===== config.mk =====
export PLATFORM = sky130hd
export DESIGN_NAME = uart_top
export DESIGN_NICKNAME = d
export VERILOG_FILES = /design/src/hw/uart_pkg.sv /design/src/hw/uart_tx.sv /design/src/hw/uart_rx.sv /design/src/hw/uart_top.sv
export SDC_FILE = /design/constraint.sdc
export NUM_CORES = 1
export LEC_CHECK = 0
export BUFFER_PORTS_ARGS = -buffer_cell sky130_fd_sc_hd__buf_2
export CORE_UTILIZATION = 42
export DETAILED_ROUTE_END_ITERATION = 8
export PLACE_DENSITY = 0.64
export SLEW_MARGIN = 0
export SYNTH_ARGS = -nofsm -noshare
export SYNTH_HDL_FRONTEND = slang
export SYNTH_SLANG_ARGS = --single-unit

===== constraint.sdc =====
create_clock -name clk -period 1.8 [get_ports clk]
set_clock_uncertainty 0.05 [all_clocks]
set_input_delay 0.36 -clock clk [delete_from_list [all_inputs] [get_ports clk]]
set_output_delay 0.36 -clock clk [all_outputs]
set_load 0.1 [all_outputs]

===== src/hw/uart_pkg.sv =====
`default_nettype none

package uart_pkg;

   // ====================
   // frame constants
   // ====================

   localparam int data_bits  = 8;
   localparam int frame_bits = 11;   // start, eight data bits, parity and stop.
   localparam int cmd_bits   = 16;

   // ====================
   // shared types
   // ====================

   // Bit 0 is the start bit, so shifting right sends the frame in line order.
   typedef struct packed {
      logic                 stop;
      logic                 parity;
      logic [data_bits-1:0] data;
      logic                 start;
   } uart_frame_t;

   typedef struct packed {
      logic [data_bits-1:0] data;
      logic                 parity_err;
      logic                 frame_err;    // set when the stop sample was low.
   } rx_byte_t;

   // ====================
   // helpers
   // ====================

   function automatic logic odd_parity(input logic [data_bits-1:0] data);
      return ~^data;   // one when data holds an even number of ones.
   endfunction

   function automatic uart_frame_t make_frame(input logic [data_bits-1:0] data);
      uart_frame_t frame;
      frame.start  = 1'b0;
      frame.data   = data;
      frame.parity = odd_parity(data);
      frame.stop   = 1'b1;
      return frame;
   endfunction

endpackage

`default_nettype wire


===== src/hw/uart_tx.sv =====
`timescale 1ns/10ps
`default_nettype none

module uart_tx #(
   parameter int clks_per_bit = 4
) (
   input  wire                          clk,
   input  wire                          rst_n,
   input  wire [uart_pkg::cmd_bits-1:0] cmd_in,
   input  wire                          cmd_vld,
   output logic                         cmd_rdy,
   output logic                         tx
);

   localparam int cnt_w      = (clks_per_bit > 1) ? $clog2(clks_per_bit) : 1;
   localparam int total_bits = 2 * uart_pkg::frame_bits;
   localparam int bit_w      = $clog2(total_bits);

   localparam logic [cnt_w-1:0] last_clk = cnt_w'(clks_per_bit - 1);
   localparam logic [bit_w-1:0] last_bit = bit_w'(total_bits - 1);

   logic [cnt_w-1:0]      clk_cnt;
   logic [bit_w-1:0]      bit_cnt;
   logic [total_bits-1:0] shift_q;
   uart_pkg::uart_frame_t hi_frame;
   uart_pkg::uart_frame_t lo_frame;
   logic                  accept;
   logic                  bit_end;

   // ====================
   // frame build
   // ====================

   assign hi_frame = uart_pkg::make_frame(cmd_in[uart_pkg::cmd_bits-1 -: uart_pkg::data_bits]);
   assign lo_frame = uart_pkg::make_frame(cmd_in[uart_pkg::data_bits-1:0]);

   assign accept  = cmd_vld && cmd_rdy;
   assign bit_end = (clk_cnt == last_clk);

   assign tx = shift_q[0];   // the register fills with ones, so the line idles high.

   // ====================
   // bit timing
   // ====================

   always_ff @(posedge clk or negedge rst_n)
   begin
      if (!rst_n)
      begin
         clk_cnt <= '0;
         bit_cnt <= '0;
         cmd_rdy <= 1'b1;
      end
      else if (accept)
      begin
         clk_cnt <= '0;
         bit_cnt <= '0;
         cmd_rdy <= 1'b0;
      end
      else if (!cmd_rdy)
      begin
         if (bit_end)
         begin
            clk_cnt <= '0;
            if (bit_cnt == last_bit)
            begin
               bit_cnt <= '0;
               cmd_rdy <= 1'b1;   // ready again right after the second stop bit.
            end
            else
            begin
               bit_cnt <= bit_cnt + 1'b1;
            end
         end
         else
         begin
            clk_cnt <= clk_cnt + 1'b1;
         end
      end
   end

   // ====================
   // shift register
   // ====================

   always_ff @(posedge clk or negedge rst_n)
   begin
      if (!rst_n)
      begin
         shift_q <= '1;
      end
      else if (accept)
      begin
         shift_q <= {lo_frame, hi_frame};   // high byte sits in the low bits and goes first.
      end
      else if (!cmd_rdy && bit_end)
      begin
         shift_q <= {1'b1, shift_q[total_bits-1:1]};
      end
   end

   // ====================
   // assertions
   // ====================

   a_idle_high: assert property (@(posedge clk) disable iff (!rst_n) cmd_rdy |-> tx)
      else $error("tx is low while the transmitter is idle");

   a_bit_range: assert property (@(posedge clk) disable iff (!rst_n) bit_cnt <= last_bit)
      else $error("bit counter passed the last bit of the command");

endmodule

`default_nettype wire


===== src/hw/uart_rx.sv =====
`timescale 1ns/10ps
`default_nettype none

module uart_rx #(
   parameter int clks_per_bit = 4
) (
   input  wire                clk,
   input  wire                rst_n,
   input  wire                rx,
   output logic               read_rdy,
   output uart_pkg::rx_byte_t read_byte
);

   localparam int cnt_w = (clks_per_bit > 1) ? $clog2(clks_per_bit) : 1;
   localparam int idx_w = $clog2(uart_pkg::data_bits);

   localparam logic [cnt_w-1:0] half_cnt = cnt_w'(clks_per_bit / 2);
   localparam logic [cnt_w-1:0] full_cnt = cnt_w'(clks_per_bit - 1);
   localparam logic [idx_w-1:0] last_idx = idx_w'(uart_pkg::data_bits - 1);

   typedef enum logic [2:0] {
      st_idle,
      st_start,
      st_data,
      st_parity,
      st_stop
   } rx_state_t;

   rx_state_t                     state;
   logic                          rx_meta;
   logic                          rx_sync;
   logic                          rx_last;
   logic [cnt_w-1:0]              cnt;
   logic [idx_w-1:0]              bit_idx;
   logic [uart_pkg::data_bits-1:0] data_sr;
   logic                          parity_bit;
   logic                          fall;
   logic                          mid;

   // ====================
   // line synchronizer
   // ====================

   always_ff @(posedge clk or negedge rst_n)
   begin
      if (!rst_n)
      begin
         rx_meta <= 1'b1;
         rx_sync <= 1'b1;
         rx_last <= 1'b1;
      end
      else
      begin
         rx_meta <= rx;
         rx_sync <= rx_meta;
         rx_last <= rx_sync;   // samples are taken from this copy, one cycle behind the edge.
      end
   end

   assign fall = rx_last && !rx_sync;

   // the start bit waits half a period and every later bit a full one.
   assign mid = (state == st_start) ? (cnt == half_cnt) : (cnt == full_cnt);

   // ====================
   // state machine
   // ====================

   always_ff @(posedge clk or negedge rst_n)
   begin
      if (!rst_n)
      begin
         state   <= st_idle;
         cnt     <= '0;
         bit_idx <= '0;
      end
      else
      begin
         if (state == st_idle || mid)
            cnt <= '0;
         else
            cnt <= cnt + 1'b1;

         unique case (state)
            st_idle:
            begin
               if (fall)
                  state <= st_start;
            end
            st_start:
            begin
               if (mid)
               begin
                  bit_idx <= '0;
                  state   <= rx_last ? st_idle : st_data;   // a high mid-sample was a glitch.
               end
            end
            st_data:
            begin
               if (mid)
               begin
                  if (bit_idx == last_idx)
                     state <= st_parity;
                  else
                     bit_idx <= bit_idx + 1'b1;
               end
            end
            st_parity:
            begin
               if (mid)
                  state <= st_stop;
            end
            st_stop:
            begin
               if (mid)
                  state <= st_idle;
            end
            default:
            begin
               state <= st_idle;
            end
         endcase
      end
   end

   always_ff @(posedge clk)
   begin
      if (mid && state == st_data)
         data_sr <= {rx_last, data_sr[uart_pkg::data_bits-1:1]};   // lsb arrives first.
      if (mid && state == st_parity)
         parity_bit <= rx_last;
   end

   // ====================
   // byte output
   // ====================

   always_ff @(posedge clk or negedge rst_n)
   begin
      if (!rst_n)
      begin
         read_rdy  <= 1'b0;
         read_byte <= '0;
      end
      else if (mid && state == st_stop)
      begin
         read_rdy             <= 1'b1;
         read_byte.data       <= data_sr;
         read_byte.parity_err <= (parity_bit != uart_pkg::odd_parity(data_sr));
         read_byte.frame_err  <= !rx_last;
      end
      else
      begin
         read_rdy <= 1'b0;
      end
   end

   a_single_pulse: assert property (@(posedge clk) disable iff (!rst_n) read_rdy |=> !read_rdy)
      else $error("read_rdy held high for two cycles");

   a_legal_state: assert property (@(posedge clk) disable iff (!rst_n)
      state inside {st_idle, st_start, st_data, st_parity, st_stop})
      else $error("receiver state register holds an illegal encoding");

endmodule

`default_nettype wire


===== src/hw/uart_top.sv =====
`timescale 1ns/10ps
`default_nettype none

module uart_top #(
   parameter int clks_per_bit = 4
) (
   input  wire                          clk,
   input  wire                          rst_n,

   // ====================
   // command side
   // ====================
   input  wire [uart_pkg::cmd_bits-1:0] cmd_in,
   input  wire                          cmd_vld,
   output logic                         cmd_rdy,

   // ====================
   // line side
   // ====================
   output logic                         tx,
   input  wire                          rx,

   // ====================
   // receive side
   // ====================
   output logic                         read_rdy,
   output uart_pkg::rx_byte_t           read_byte
);

   // The two halves run on their own and share nothing but the clock and reset.

   uart_tx #(
      .clks_per_bit (clks_per_bit)
   ) u_tx (
      .clk     (clk),
      .rst_n   (rst_n),
      .cmd_in  (cmd_in),
      .cmd_vld (cmd_vld),
      .cmd_rdy (cmd_rdy),
      .tx      (tx)
   );

   uart_rx #(
      .clks_per_bit (clks_per_bit)
   ) u_rx (
      .clk       (clk),
      .rst_n     (rst_n),
      .rx        (rx),
      .read_rdy  (read_rdy),
      .read_byte (read_byte)
   );

endmodule

`default_nettype wire


# [Yosys cells after proc, flatten, opt, wreduce, memory -nomap -nowiden]
# Index checks and enable logic that the tools add are counted.
[word_totals] latchBits=0 rom_bits=0 ramBits=0 wordCells=85 mem_count=0 ff_bits=61 inputBits=20 out_inout_bits=13
[op_classes] n_mul=0 n_bitwise=0 shifts=0 addsub=4 magnitude_cmp=0 n_mux=27 n_reduce_logical=20 div=0 n_eq_ne=18
[op_table] op="$mux 22" count=2
[op_table] op="$mux 3" count=8
[op_table] op="$reduce_xnor 8->1" count=3
[op_table] op="$mux 5" count=4
[op_table] op="$pmux 3 s5" count=1
[op_table] op="$ne 2x1->1 const B" count=6
[op_table] op="$mux 2" count=5
[op_table] op="$eq 2x2->1 const B" count=3
[op_table] op="$eq 3x2->1 const B" count=2
[op_table] op="$eq 3x3->1 const B" count=2
[op_table] op="$logic_and 1x1->1" count=6
[op_table] op="$mux 1" count=6
[op_table] op="$pmux 3 s2" count=1
[op_table] op="$reduce_and 6->1" count=1
[op_table] op="$reduce_bool 2->1" count=3
[op_table] op="$add 5x1->5 const B" count=1
[op_table] op="$eq 5x5->1 const B" count=1
[op_table] op="$add 2x1->2 const B" count=2
[op_table] op="$ne 2x2->1 const B" count=2
[op_table] op="$reduce_and 4->1" count=1
[op_table] op="$add 3x1->3 const B" count=1
[op_table] op="$eq 3x1->1 const B" count=1
[op_table] op="$logic_not 1->1" count=3
[op_table] op="$logic_not 3->1" count=1
[op_table] op="3 further kinds" count=3

# [Longest topological paths before layout]
# Gate-level depths: netlist of the first run.
[logic_depth] depth_word=5 ltp_mapped=7 depth_no_buf=7

# [Cells and area by module]
# From an unflattened synthesis of the first run, not the netlist that was laid out.
[hier_totals] cells_unflattened=235 area_unflattened_um2=2798.9
[modules_own_cells] module="uart_tx" area_per_inst_um2=1467.7 instances=1 seq_area_each_um2=753.2 cells_each=137
[modules_own_cells] module="uart_rx" area_per_inst_um2=1331.3 instances=1 seq_area_each_um2=824.5 cells_each=98

# [Worst setup path after synthesis of the first run]
# No wires, ideal clock.
[synth_timing] kind="reg2reg" from="register u_rx.bit_idx[0]" to="register u_rx.bit_idx[0]" synth_period_minus_slack_ps=1806 path_slack_ps=-6 t_required_ps=1625 path_buffers=0 arrival_ps=1631 setup_time_ps=125 path_stages_with_launch=7 cell_sequence="dfrtp_1 > ha_1 > ha_1 > nor3_2 > a21oi_1 > or3b_4 > mux2_4"
[synth_via] elab_chain_cells=4 word_cells_on_any_way=7
[synth_rtl] element="start: declaration" line="uart_rx.sv:34" text="logic [idx_w-1:0] bit_idx;"
[synth_rtl] element="start signal: assignment" line="uart_rx.sv:105" text="bit_idx <= bit_idx + 1'b1;"
[synth_rtl] element="$add 3x1->3" line="uart_rx.sv:105"
[synth_rtl] element="$mux 3" line="uart_rx.sv:102" text="if (bit_idx == last_idx)"
[synth_rtl] element="$mux 3" line="uart_rx.sv:100" text="if (mid)"
[synth_rtl] element="$pmux 3 s2" line="uart_rx.sv:84" text="unique case (state)"
# Parallel ways exist; a longest one is shown, timed or not. The select of a mux whose other input is x is not followed.
# A chain may end at the register's enable or synchronous reset.

# [Final worst setup path of the first run]
# Same ends and word-level chain as after synthesis.

==> flow_summary_export.csv, run 1 <==
group,metric,value,unit
yosys,synth_edf_count,9,
yosys,synth.area.top_cells,"dfstp_2 (22%), dfrtp_1 (22%), edfxtp_1 (9.0%)",
pwr,peakVddDrop,0.000829,V
clock_tree,cts_buffers,9,
sta,fin_crit,1.76,ns
setup_path,worstSetupEndpointType,"flip-flop",
setup_path,r2r_start,"u_rx.bit_idx[0]",
setup_path,rr_worst_depth,6,
setup_path,cpMostUsedCell,"ha_2",
detailed_routing,drtPass1Iterations,4,
yosys,syn_avg_cell_area,11.3,µm²
cells_and_area,final_common_cell,"buf_2",
pwr,cellPowerDensity,1560,nW/µm²
floorplan,coreArea,6870,µm²
grt,grt_util_all_layers,15.5,%
sta,setup_viol,0,
detailed_routing,route.final.wire_length,5.22,mm
cells_and_area,final_layout_size_suffix_gt1_share,32.7,%
setup_path,reg2reg_setup_slack,0.04,ns
hold_path,min_to,"u_rx.rx_meta",
setup_path,crit_fanout,2,
yosys,yosys.area.top_type,"dfstp_2",
clock_tree,cts_root_buf,"clkbuf_8",
yosys,yosysUniqueCellTypes,41,
clock_tree,cts.sink_count,60,
setup_path,path_buf_inv,0,
setup_path,worstPathArrival,1.94,ns
setup_path,worstSetupPathType,"reg -> reg",
setup_path,path_delay_family,"simple AND/OR/NAND/NOR gates",
sta,setup_tns,0,ns
yosys,ys_seq_area_share,52.3,%
flow_run,drv_cap,0,
clock_tree,post_cts_buffers,0,
detailed_routing,vias,2004,
yosys,yosys_warnings,0,
clock_tree,clockBufferDepth,2,
yosys,synthesis.nets,291,
yosys,synth_top_area_share,21.8,%
sta,timing.final.max_slew_violations,0,
detailed_routing,wl_per_cell,12.8,µm
detailed_routing,drtIter0Drc,81,
grt,grt_overflow,0,
setup_path,worst_path_max_delay_cell,"dfrtp_1",
sta,fmax,568,MHz
sta,rsz0062_at_grt,"no",
clock_tree,cts_tree,"built",
setup_path,crit_chain,"ha_2, ha_2, nor3_2, a21oi_1, or3b_4, mux2_4",
placement,pre_cts_slack,-0.00483,ns
setup_path,critPathMaxStageDelay,0.39,ns
yosys,synth_seq_cells,60,
clock_tree,clk_latency,0.34,ns
setup_path,startpoint_type,"flip-flop",
cells_and_area,final_nets,332,
placement,gp_congestion,0.731,
yosys,netlist_area,3020,µm²
pwr,intPower,3480,µW
run_status,status,"finished clean",
cells_and_area,antenna_cells,0,
grt,grt_pass1_vias,1953,
clock_tree,h-tree-depth,3,
pwr,p_sw,2080,µW
setup_path,r2r-end,"u_rx.bit_idx[0]",
sta,worst_slack,0.0385,ns
sta,period_share,97.9,%
detailed_routing,vias_per_cell,4.91,
placement,place_hpwl,3.46,mm
sta,finalHoldViolCount,0,
clock_tree,cts_resized,0,
pwr,p_comb_share,36.8,%
pwr,swShare,37.4,%
yosys,syn_inst,266,
sta,relSlewSlack,63.2,%
floorplan,initial_core_util,43.9,%
setup_path,crit_required,1.98,ns
hold_path,hold_path.class,"in -> reg",
cells_and_area,area_growth,17.9,%
floorplan,num_rows,30,
pwr,power.leakage,0.00155,µW
grt,antenna_found_initial,0,
floorplan,die_height,86.8,µm
grt,grt_pass1_wl,8.87,mm
yosys,synth-async-reset-ratio,85.0,%
detailed_routing,final_antenna_net_count,0,
clock_tree,clkTransAtPathRegs,0.07,ns
detailed_routing,drc_errors,0,
hold_path,hold_path_startpoint,"rx",
floorplan,die_x,86.8,µm
floorplan,pin_count,33,
pwr,power_frac_clock,21.9,%
cells_and_area,layout_common_cells,"buf_2 (31), dfrtp_1 (26), dfstp_2 (25)",
hold_path,hold_depth,1,
floorplan,fp.dieArea,7530,µm²
placement,portBuffers,32,
sta,tightest_slew,0.551,ns
yosys,yosys_most_used_dff,"dfrtp_1",
pwr,seq_power_share,41.3,%
sta,fin_hold_ws,0.0630,ns
grt,grt_max_degree,52,
cells_and_area,n_fill_cell,629,
## synth_stat cells (2+ instances only)
library cell	number
dfrtp_1	26
dfstp_2	25
mux2i_1	23
a21oi_1	22
xnor2_1	21
nor2b_1	20
a211oi_1	18
nand2_1	15
o21ai_0	13
mux2_2	10
edfxtp_1	9
buf_2	7
inv_1	7
nor2_1	7
clkbuf_1	5
ha_1	5
nand2b_1	3
buf_1	2
nand3_1	2
nor3_1	2
o22ai_1	2
o31ai_1	2
xor2_1	2
## state kept, by name (all words and copies together) (netlist names)
signal,flops
u_rx.bit_idx,3
u_rx.cnt,2
u_rx.data_sr,8
u_rx.parity_bit,1
u_rx.read_byte,10
u_rx.read_rdy,1
u_rx.rx_last,1
u_rx.rx_meta,1
u_rx.rx_sync,1
u_rx.state,3
u_tx.bit_cnt,5
u_tx.clk_cnt,2
u_tx.cmd_rdy,1
u_tx.shift_q,21
## power by group through the flow
| stage | combinational (µW) | clock (µW) | sequential [µW] |
|---|---|---|---|
| floorplan | 1350 | 0 | 2570 |
| global placement | 2010 | 0 | 2310 |
| detailed placement | 2060 | 0 | 2320 |
| CTS | 2070 | 1260 | 2300 |
| global route | 2270 | 1320 | 2370 |
| finish | 2050 | 1220 | 2300 |
## cell families (layout without fill, tap and decap cells)
| group | after synthesis | count (layout) | synth area share, % |
|---|---|---|---|
| multiplexers | 34 | 34 | 11.9 |
| XOR/XNOR | 23 | 23 | 6.68 |
| flip-flops | 60 | 60 | 52.3 |
| buffers and inverters | 22 | 68 | 3.28 |
| AND/OR/NAND/NOR | 60 | 60 | 11.3 |
| adder cells (fa/ha/maj) | 5 | 5 | 2.07 |
| AO/OA/AOI/OAI | 62 | 62 | 12.5 |
## worst reg2reg max path: stages, from the launching register on
cell	delay, ns
dfrtp_1	0.39
ha_2	0.19
ha_2	0.18
nor3_2	0.10
a21oi_1	0.06
or3b_4	0.39
mux2_4	0.30
## final cells by class
cell class	count	area [µm²]	share of cell area (%)
Sequential cell	60	1580	44.4
Tap cell	96	120	3.38
Multi-Input combinational cell	184	1350	37.8
Timing Repair Buffer	45	288	8.09
Clock buffer	9	124	3.48
Clock inverter	7	76.3	2.15
Inverter	7	26.3	0.739
## timing repair
| action | 4_1_cts | 5_1_grt |
|---|---|---|
| hold endpoints to repair | 26 | 0 |
| hold buffers | 1 | 0 |
| endpoints found under the setup margin | 3 | 0 |
## worst max-delay path by stage
stage | slack, ns | start | cells after the start | end
after global placement | 0.02 | u_rx.bit_idx[0] | 6 | u_rx.bit_idx[0]
final | 0.04 | u_rx.bit_idx[0] | 6 | u_rx.bit_idx[0]
after detailed placement | -0.005 | u_rx.bit_idx[0] | 6 | u_rx.bit_idx[0]
after CTS | 0.03 | u_rx.bit_idx[0] | 6 | u_rx.bit_idx[0]
after global routing | 0.009 | u_rx.bit_idx[0] | 6 | u_rx.bit_idx[0]
after floorplan | 0.01 | u_rx.bit_idx[0] | 6 | u_rx.bit_idx[0]
## per-stage QoR
step / cells / utilization, % / power, µW / instance area, µm²
floorplan: 266 / - / 3930 / 3020
global placement: 391 / 48.7 / 4320 / 3350
detailed placement: 391 / 48.7 / 4380 / 3350
CTS: 408 / 51.8 / 5630 / 3560
global route: 408 / 51.8 / 5960 / 3560
finish: 408 / 51.8 / 5570 / 3560
## routing by layer
metal	track usage (%)	share of wire, %
met2	24.5	47
met1	19.8	48
met5	0	0
met3	3.52	3.4
met4	8.64	2.0
No activity file was read; power rests on OpenSTA's default activity.
==> run 2, diff against run 1 <==
--- a/config.mk
+++ b/config.mk
@@ -12,4 +12,5 @@
 export SLEW_MARGIN = 0
 export SYNTH_ARGS = -nofsm -noshare
 export SYNTH_HDL_FRONTEND = slang
+export SYNTH_HIERARCHICAL = 1
 export SYNTH_SLANG_ARGS = --single-unit
==> run 2 against run 1 <==
Compared with the run above: non-clock buffer count down 6; register-to-register slack better by 0.09 ns; via count is 9.1% lower; critical endpoint is now cmd_rdy; largest power group unchanged.
==> flow_summary_export.csv, run 2 <==
group,metric,value,unit
yosys,ys_seq_area_share,56.4,%
yosys,synthesis.nets,260,
floorplan,die_height,83.6,µm
sta,setup_viol,0,
cells_and_area,fin_cells,359,
yosys,yosysUniqueCellTypes,51,
floorplan,fp.dieArea,6990,µm²
cells_and_area,largest_reg_flops,21,
yosys,yosysMostFrequentCell,"nor2_1",
pwr,p_sw,2340,µW
setup_path,worstSetupEndpointType,"output port",
floorplan,initial_core_util,43.8,%
placement,place_hpwl,3.35,mm
placement,portBuffers,32,
grt,grt_pass1_vias,1834,
grt,antenna_found_initial,0,
yosys,synth_top_family_by_area,"simple AND/OR/NAND/NOR gates",
placement,post-place-cells,342,
clock_tree,cts_tree,"built",
detailed_routing,vias,1822,
detailed_routing,wl_per_cell,13.8,µm
setup_path,crit_required,1.39,ns
floorplan,coreArea,6390,µm²
sta,timing.final.max_slew_violations,0,
floorplan,die_x,83.6,µm
yosys,synth-async-reset-ratio,85.0,%
pwr,peakVddDrop,0.00107,V
detailed_routing,route.final.wire_length,4.94,mm
yosys,syn_inst,235,
cells_and_area,final_nets,302,
sta,finalHoldViolCount,0,
clock_tree,post_cts_buffers,0,
placement,place_area,3050,µm²
run_status,status,"finished clean",
clock_tree,cts_root_buf,"clkbuf_8",
yosys,yosys.area_share.simple,14.0,%
sta,fin_hold_ws,0.0616,ns
setup_path,startpoint_type,"flip-flop",
pwr,power.leakage,0.00144,µW
detailed_routing,drc_errors,0,
clock_tree,h-tree-depth,3,
cells_and_area,final_common_cell,"nor2_1",
hold_path,hold_path.class,"in -> reg",
grt,grt_overflow,0,
cells_and_area,n_fill_cell,594,
grt,grt_pass1_wl,8.47,mm
cells_and_area,layout_common_cells,"nor2_1 (35), buf_2 (31), dfrtp_1 (26)",
yosys,synth_edf_count,9,
sta,relSlewSlack,67.1,%
yosys,synth.area.top_cells,"dfstp_2 (23%), dfrtp_1 (23%), edfxtp_1 (9.7%)",
clock_tree,cts.sink_count,60,
sta,tightest_slew,0.497,ns
yosys,yosys_most_used_dff,"dfrtp_1",
yosys,yosys.area.top_type,"dfstp_2",
cells_and_area,final_layout_size_suffix_gt1_share,35.5,%
flow_run,drv_cap,0,
pwr,intPower,3530,µW
clock_tree,clkTransAtPathRegs,0.07,ns
grt,grt_max_degree,36,
yosys,yosys_warnings,6,
detailed_routing,final_antenna_net_count,0,
pwr,seq_power_share,39.2,%
floorplan,num_rows,29,
placement,gp_congestion,0.806,
yosys,synth_compound_area_share,10.6,%
sta,rsz0062_at_grt,"no",
yosys,syn_avg_cell_area,11.9,µm²
clock_tree,clk_latency,0.34,ns
setup_path,worstSetupPathType,"reg -> out",
clock_tree,clockBufferDepth,2,
pwr,swShare,39.9,%
yosys,netlist_area,2800,µm²
pwr,power_frac_clock,23.0,%
sta,fmax,584,MHz
grt,grt_util_all_layers,15.7,%
sta,fin_crit,1.71,ns
sta,setup_tns,0,ns
yosys,synthXorXnorAreaFrac,7.69,%
cells_and_area,top_regs,"u_tx/shift_q x21, u_rx/read_byte x10, u_rx/data_sr x8",
yosys,synth_top_area_share,23.5,%
sta,period_share,95.2,%
detailed_routing,vias_per_cell,5.08,
yosys,muxShareOfSynthArea,5.45,%
clock_tree,cts_resized,0,
setup_path,worstPathArrival,1.30,ns
detailed_routing,drtIter0Drc,115,
yosys,synth_common_cells,"nor2_1 (35), dfrtp_1 (26), dfstp_2 (25)",
cells_and_area,stdcell_area,3290,µm²
cells_and_area,top_register,"u_tx/shift_q",
floorplan,pin_count,33,
pwr,p_comb_share,37.8,%
yosys,synth_fa_ha_area_share,2.24,%
setup_path,crit_fanout,8,
clock_tree,cts_buffers,9,
cells_and_area,area_growth,17.5,%
cells_and_area,antenna_cells,0,
yosys,synth_seq_cells,60,
detailed_routing,drtPass1Iterations,4,
pwr,cellPowerDensity,1790,nW/µm²
-- run 2: cell count changes after synthesis, sizes merged, moves of 3 or more --
cell    change
nor2       +28
o21ai       -4
xnor2       -4
xor2        +3
mux2i      -19
o22ai      +16
clkbuf      -5
a21oi      -17
nor2b      -18
a211oi     -17
-- run 2: timing repair --
| action | 4_1_cts | 5_1_grt |
|---|---|---|
| hold buffers | 1 | 0 |
| endpoints found under the setup margin | 0 | 0 |
| hold endpoints to repair | 4 | 0 |
-- run 2: worst max-delay path, stage by stage, from the launching register on --
cell     delay (ns)
dfstp_2        0.63
buf_4          0.17
buf_12         0.17
-- run 2: final cells by class --
type                    count  area, µm²  share of cell area (%)
clock buffers               9        124                    3.77
clock inverters             7        101                    3.08
inverters                   7       26.3                   0.799
multi-input cells         160       1120                    34.1
repair buffers             39        243                    7.38
well taps                  77       96.3                    2.93
flip-flops and latches     60       1580                    48.0
-- run 2: worst paths after layout --
| kind | to | start | slack, ns | cells after the start |
|---|---|---|---|---|
| worst max-delay path | cmd_rdy | u_tx/cmd_rdy | 0.09 | 2 |
| worst min-delay path | u_rx/rx_meta | rx | 0.06 | 1 |
| worst max register to register | u_rx/state[1] | u_rx/bit_idx[0] | 0.13 | 5 |
| worst min register to register | u_rx/rx_sync | u_rx/rx_meta | 0.31 | 0 |
| max in group asynchronous | u_tx/shift_q[20] | rst_n | 0.68 | 3 |
| min in group asynchronous | u_tx/bit_cnt[3] | rst_n | 0.44 | 2 |
-- run 2: logic make-up after synthesis --
| group | count (synthesis) |
|---|---|
| and+or+nand+nor | 73 |
| AOI/OAI and AO/OA | 45 |
| buffers and inverters | 15 |
| DFF | 60 |
| xor gates and xnor gates | 23 |
| muxes | 14 |
| adders and majority gates | 5 |
-- run 2: per-stage QoR --
stage | setup slack [ns] | util [%] | power, µW
after floorplan | 0.0524 | - | 4180
after global placement | 0.144 | 47.8 | 4490
after detailed placement | 0.123 | 47.8 | 4550
after CTS | 0.0602 | 51.5 | 5940
after global routing | 0.0270 | 51.5 | 6240
final | 0.0869 | 51.5 | 5870
-- run 2: metal layers --
metal	global-route usage [%]	wire length, µm	vias up
met3	3.96	162	9
li1	-	-	910
met5	0	0	-
met1	21.1	2430	872
met2	23.3	2230	31
met4	8.32	115	0
-- run 2: power groups by stage --
stage	clock, µW	sequential, µW	combinational (µW)
after global placement	0	2300	2190
after CTS	1390	2300	2250
after detailed placement	0	2320	2230
final	1350	2300	2220
after floorplan	0	2810	1370
after global routing	1450	2370	2420
==> run 3, diff against run 2 <==
--- a/config.mk
+++ b/config.mk
@@ -6,9 +6,11 @@
 export NUM_CORES = 1
 export LEC_CHECK = 0
 export BUFFER_PORTS_ARGS = -buffer_cell sky130_fd_sc_hd__buf_2
+export CELL_PAD_IN_SITES_DETAIL_PLACEMENT = 0
+export CELL_PAD_IN_SITES_GLOBAL_PLACEMENT = 1
 export CORE_UTILIZATION = 42
 export DETAILED_ROUTE_END_ITERATION = 8
-export PLACE_DENSITY = 0.64
+export PLACE_DENSITY = 0.76
 export SLEW_MARGIN = 0
 export SYNTH_ARGS = -nofsm -noshare
 export SYNTH_HDL_FRONTEND = slang
==> run 3 against run 2 <==
Compared with the run above: combinational power is essentially flat; sequential power about the same; global-route usage up 0.30 points; first-iteration DRC count decreased by 37%; fmax grew 0.16%; die area stayed put; utilization is 0.25 points lower; sequential share of layout area increased by 0.24 points; setup slack better by 0.0028 ns; largest power group unchanged; highest routed layer unchanged.
==> flow_summary_export.csv, run 3 (synthesis gave the netlist of run 2 again) <==
group,metric,value,unit
pwr,peakVddDrop,0.00107,V
clock_tree,cts_root_buf,"clkbuf_8",
setup_path,cp-startpoint,"u_tx/shift_q[0]",
clock_tree,cts_tree,"built",
pwr,cellPowerDensity,1790,nW/µm²
clock_tree,cts_buffers,9,
setup_path,worstSetupPathType,"reg -> out",
cells_and_area,area_growth,16.9,%
sta,relSlewSlack,67.8,%
setup_path,path_buf_inv,1,
pwr,power.leakage,0.00144,µW
placement,pre_cts_slack,0.123,ns
detailed_routing,route.final.wire_length,4.92,mm
cells_and_area,ff_latch_area,1580,µm²
floorplan,initial_core_util,43.8,%
detailed_routing,drtPass1Iterations,4,
placement,gp_congestion,0.798,
setup_path,worstSetupEndpointType,"output port",
sta,finalHoldViolCount,0,
sta,fmax,585,MHz
detailed_routing,final_antenna_net_count,0,
detailed_routing,vias,1859,
setup_path,startpoint_type,"flip-flop",
pwr,seq_power_share,39.3,%
pwr,p_sw,2330,µW
floorplan,die_height,83.6,µm
sta,setup_viol,0,
cells_and_area,final_layout_size_suffix_gt1_share,34.9,%
placement,portBuffers,32,
grt,grt_pass1_wl,8.58,mm
grt,grt_max_degree,52,
sta,fin_hold_ws,0.0611,ns
sta,tightest_slew,0.486,ns
grt,antenna_found_initial,0,
grt,grt_util_all_layers,16.0,%
hold_path,hold_path_startpoint,"rx",
cells_and_area,top_regs,"u_tx/shift_q x21, u_rx/read_byte x10, u_rx/data_sr x8",
clock_tree,h-tree-depth,3,
sta,setup_tns,0,ns
clock_tree,clk_latency,0.34,ns
setup_path,crit_chain,"buf_2",
setup_path,r2r_start,"u_rx/bit_idx[0]",
cells_and_area,final_nets,301,
setup_path,critPathMaxStageDelay,0.54,ns
grt,grt_pass1_vias,1810,
setup_path,path_delay_family,"flip-flops",
floorplan,fp.dieArea,6990,µm²
setup_path,crit_required,1.39,ns
clock_tree,clockBufferDepth,2,
cells_and_area,top_register,"u_tx/shift_q",
cells_and_area,largest_reg_flops,21,
flow_run,drv_cap,0,
sta,timing.final.max_slew_violations,0,
clock_tree,cts.sink_count,60,
hold_path,hold_path.class,"in -> reg",
clock_tree,clkTransAtPathRegs,0.07,ns
pwr,intPower,3530,µW
cells_and_area,n_fill_cell,588,
cells_and_area,final_common_cell,"nor2_1",
floorplan,pin_count,33,
floorplan,num_rows,29,
detailed_routing,drtIter0Drc,72,
sta,rsz0062_at_grt,"no",
setup_path,worst_path_max_delay_cell,"dfstp_2",
floorplan,coreArea,6390,µm²
placement,place_hpwl,3.20,mm
cells_and_area,multiInputGateArea,1120,µm²
detailed_routing,vias_per_cell,5.19,
pwr,power_frac_clock,22.7,%
cells_and_area,layout_common_cells,"nor2_1 (35), buf_2 (31), dfrtp_1 (26)",
clock_tree,cts_resized,0,
floorplan,die_x,83.6,µm
pwr,swShare,39.8,%
pwr,p_comb_share,38.1,%
run_status,status,"finished clean",
cells_and_area,antenna_cells,0,
detailed_routing,wl_per_cell,13.8,µm
detailed_routing,drc_errors,0,
sta,period_share,95.0,%
setup_path,crit_fanout,3,
setup_path,worstPathArrival,1.30,ns
sta,worst_slack,0.0897,ns
grt,grt_overflow,0,
sta,fin_crit,1.71,ns
run 3: power groups by stage:
stage	Combinational [µW]	Sequential, µW	Clock (µW)
final	2230	2300	1330
after global routing	2440	2360	1430
after CTS	2250	2300	1370
after detailed placement	2240	2310	0
after global placement	2200	2300	0
after floorplan	1370	2810	0
run 3: area by class of cell:
| class | count | share of cell area [%] |
|---|---|---|
| clock inverters | 6 | 2.72 |
| flip-flops and latches | 60 | 48.2 |
| inverters | 7 | 0.803 |
| clock buffers | 10 | 3.90 |
| repair buffers | 38 | 7.19 |
| multi-input cells | 160 | 34.2 |
| well taps | 77 | 2.94 |
run 3: per-layer routing:
metal | share of wire, % | up-vias | GRT usage, %
li1 | - | 904 | -
met4 | 1.8 | 0 | 6.93
met3 | 3.7 | 8 | 5.93
met2 | 43 | 33 | 22.6
met1 | 51 | 914 | 21.9
met5 | 0 | - | 0
run 3: path summary, 6_finish.rpt:
path | endpoint | slack, ns | depth (start not counted)
setup / recovery | tx | 0.09 | 1
hold / removal | u_rx/rx_meta | 0.06 | 1
setup reg to reg | u_rx/state[1] | 0.10 | 5
hold reg to reg | u_rx/rx_sync | 0.31 | 0
max in group asynchronous | u_rx/rx_last | 0.93 | 3
min in group asynchronous | u_rx/state[1] | 0.50 | 3
run 3: stage by stage:
stage | instance area [µm²] | util (%) | instances | power [µW]
after floorplan | 2800 | - | 235 | 4180
after global placement | 3050 | 47.7 | 341 | 4510
after detailed placement | 3050 | 47.7 | 341 | 4550
after CTS | 3270 | 51.2 | 358 | 5920
after global routing | 3270 | 51.2 | 358 | 6240
final | 3270 | 51.2 | 358 | 5850
run 3: what timing repair did:
item | in CTS | in global routing
endpoints found under the hold margin | 26 | 0
endpoints found under the setup margin | 0 | 0
hold buffers | 1 | 0
buffers inserted | 0 | 0
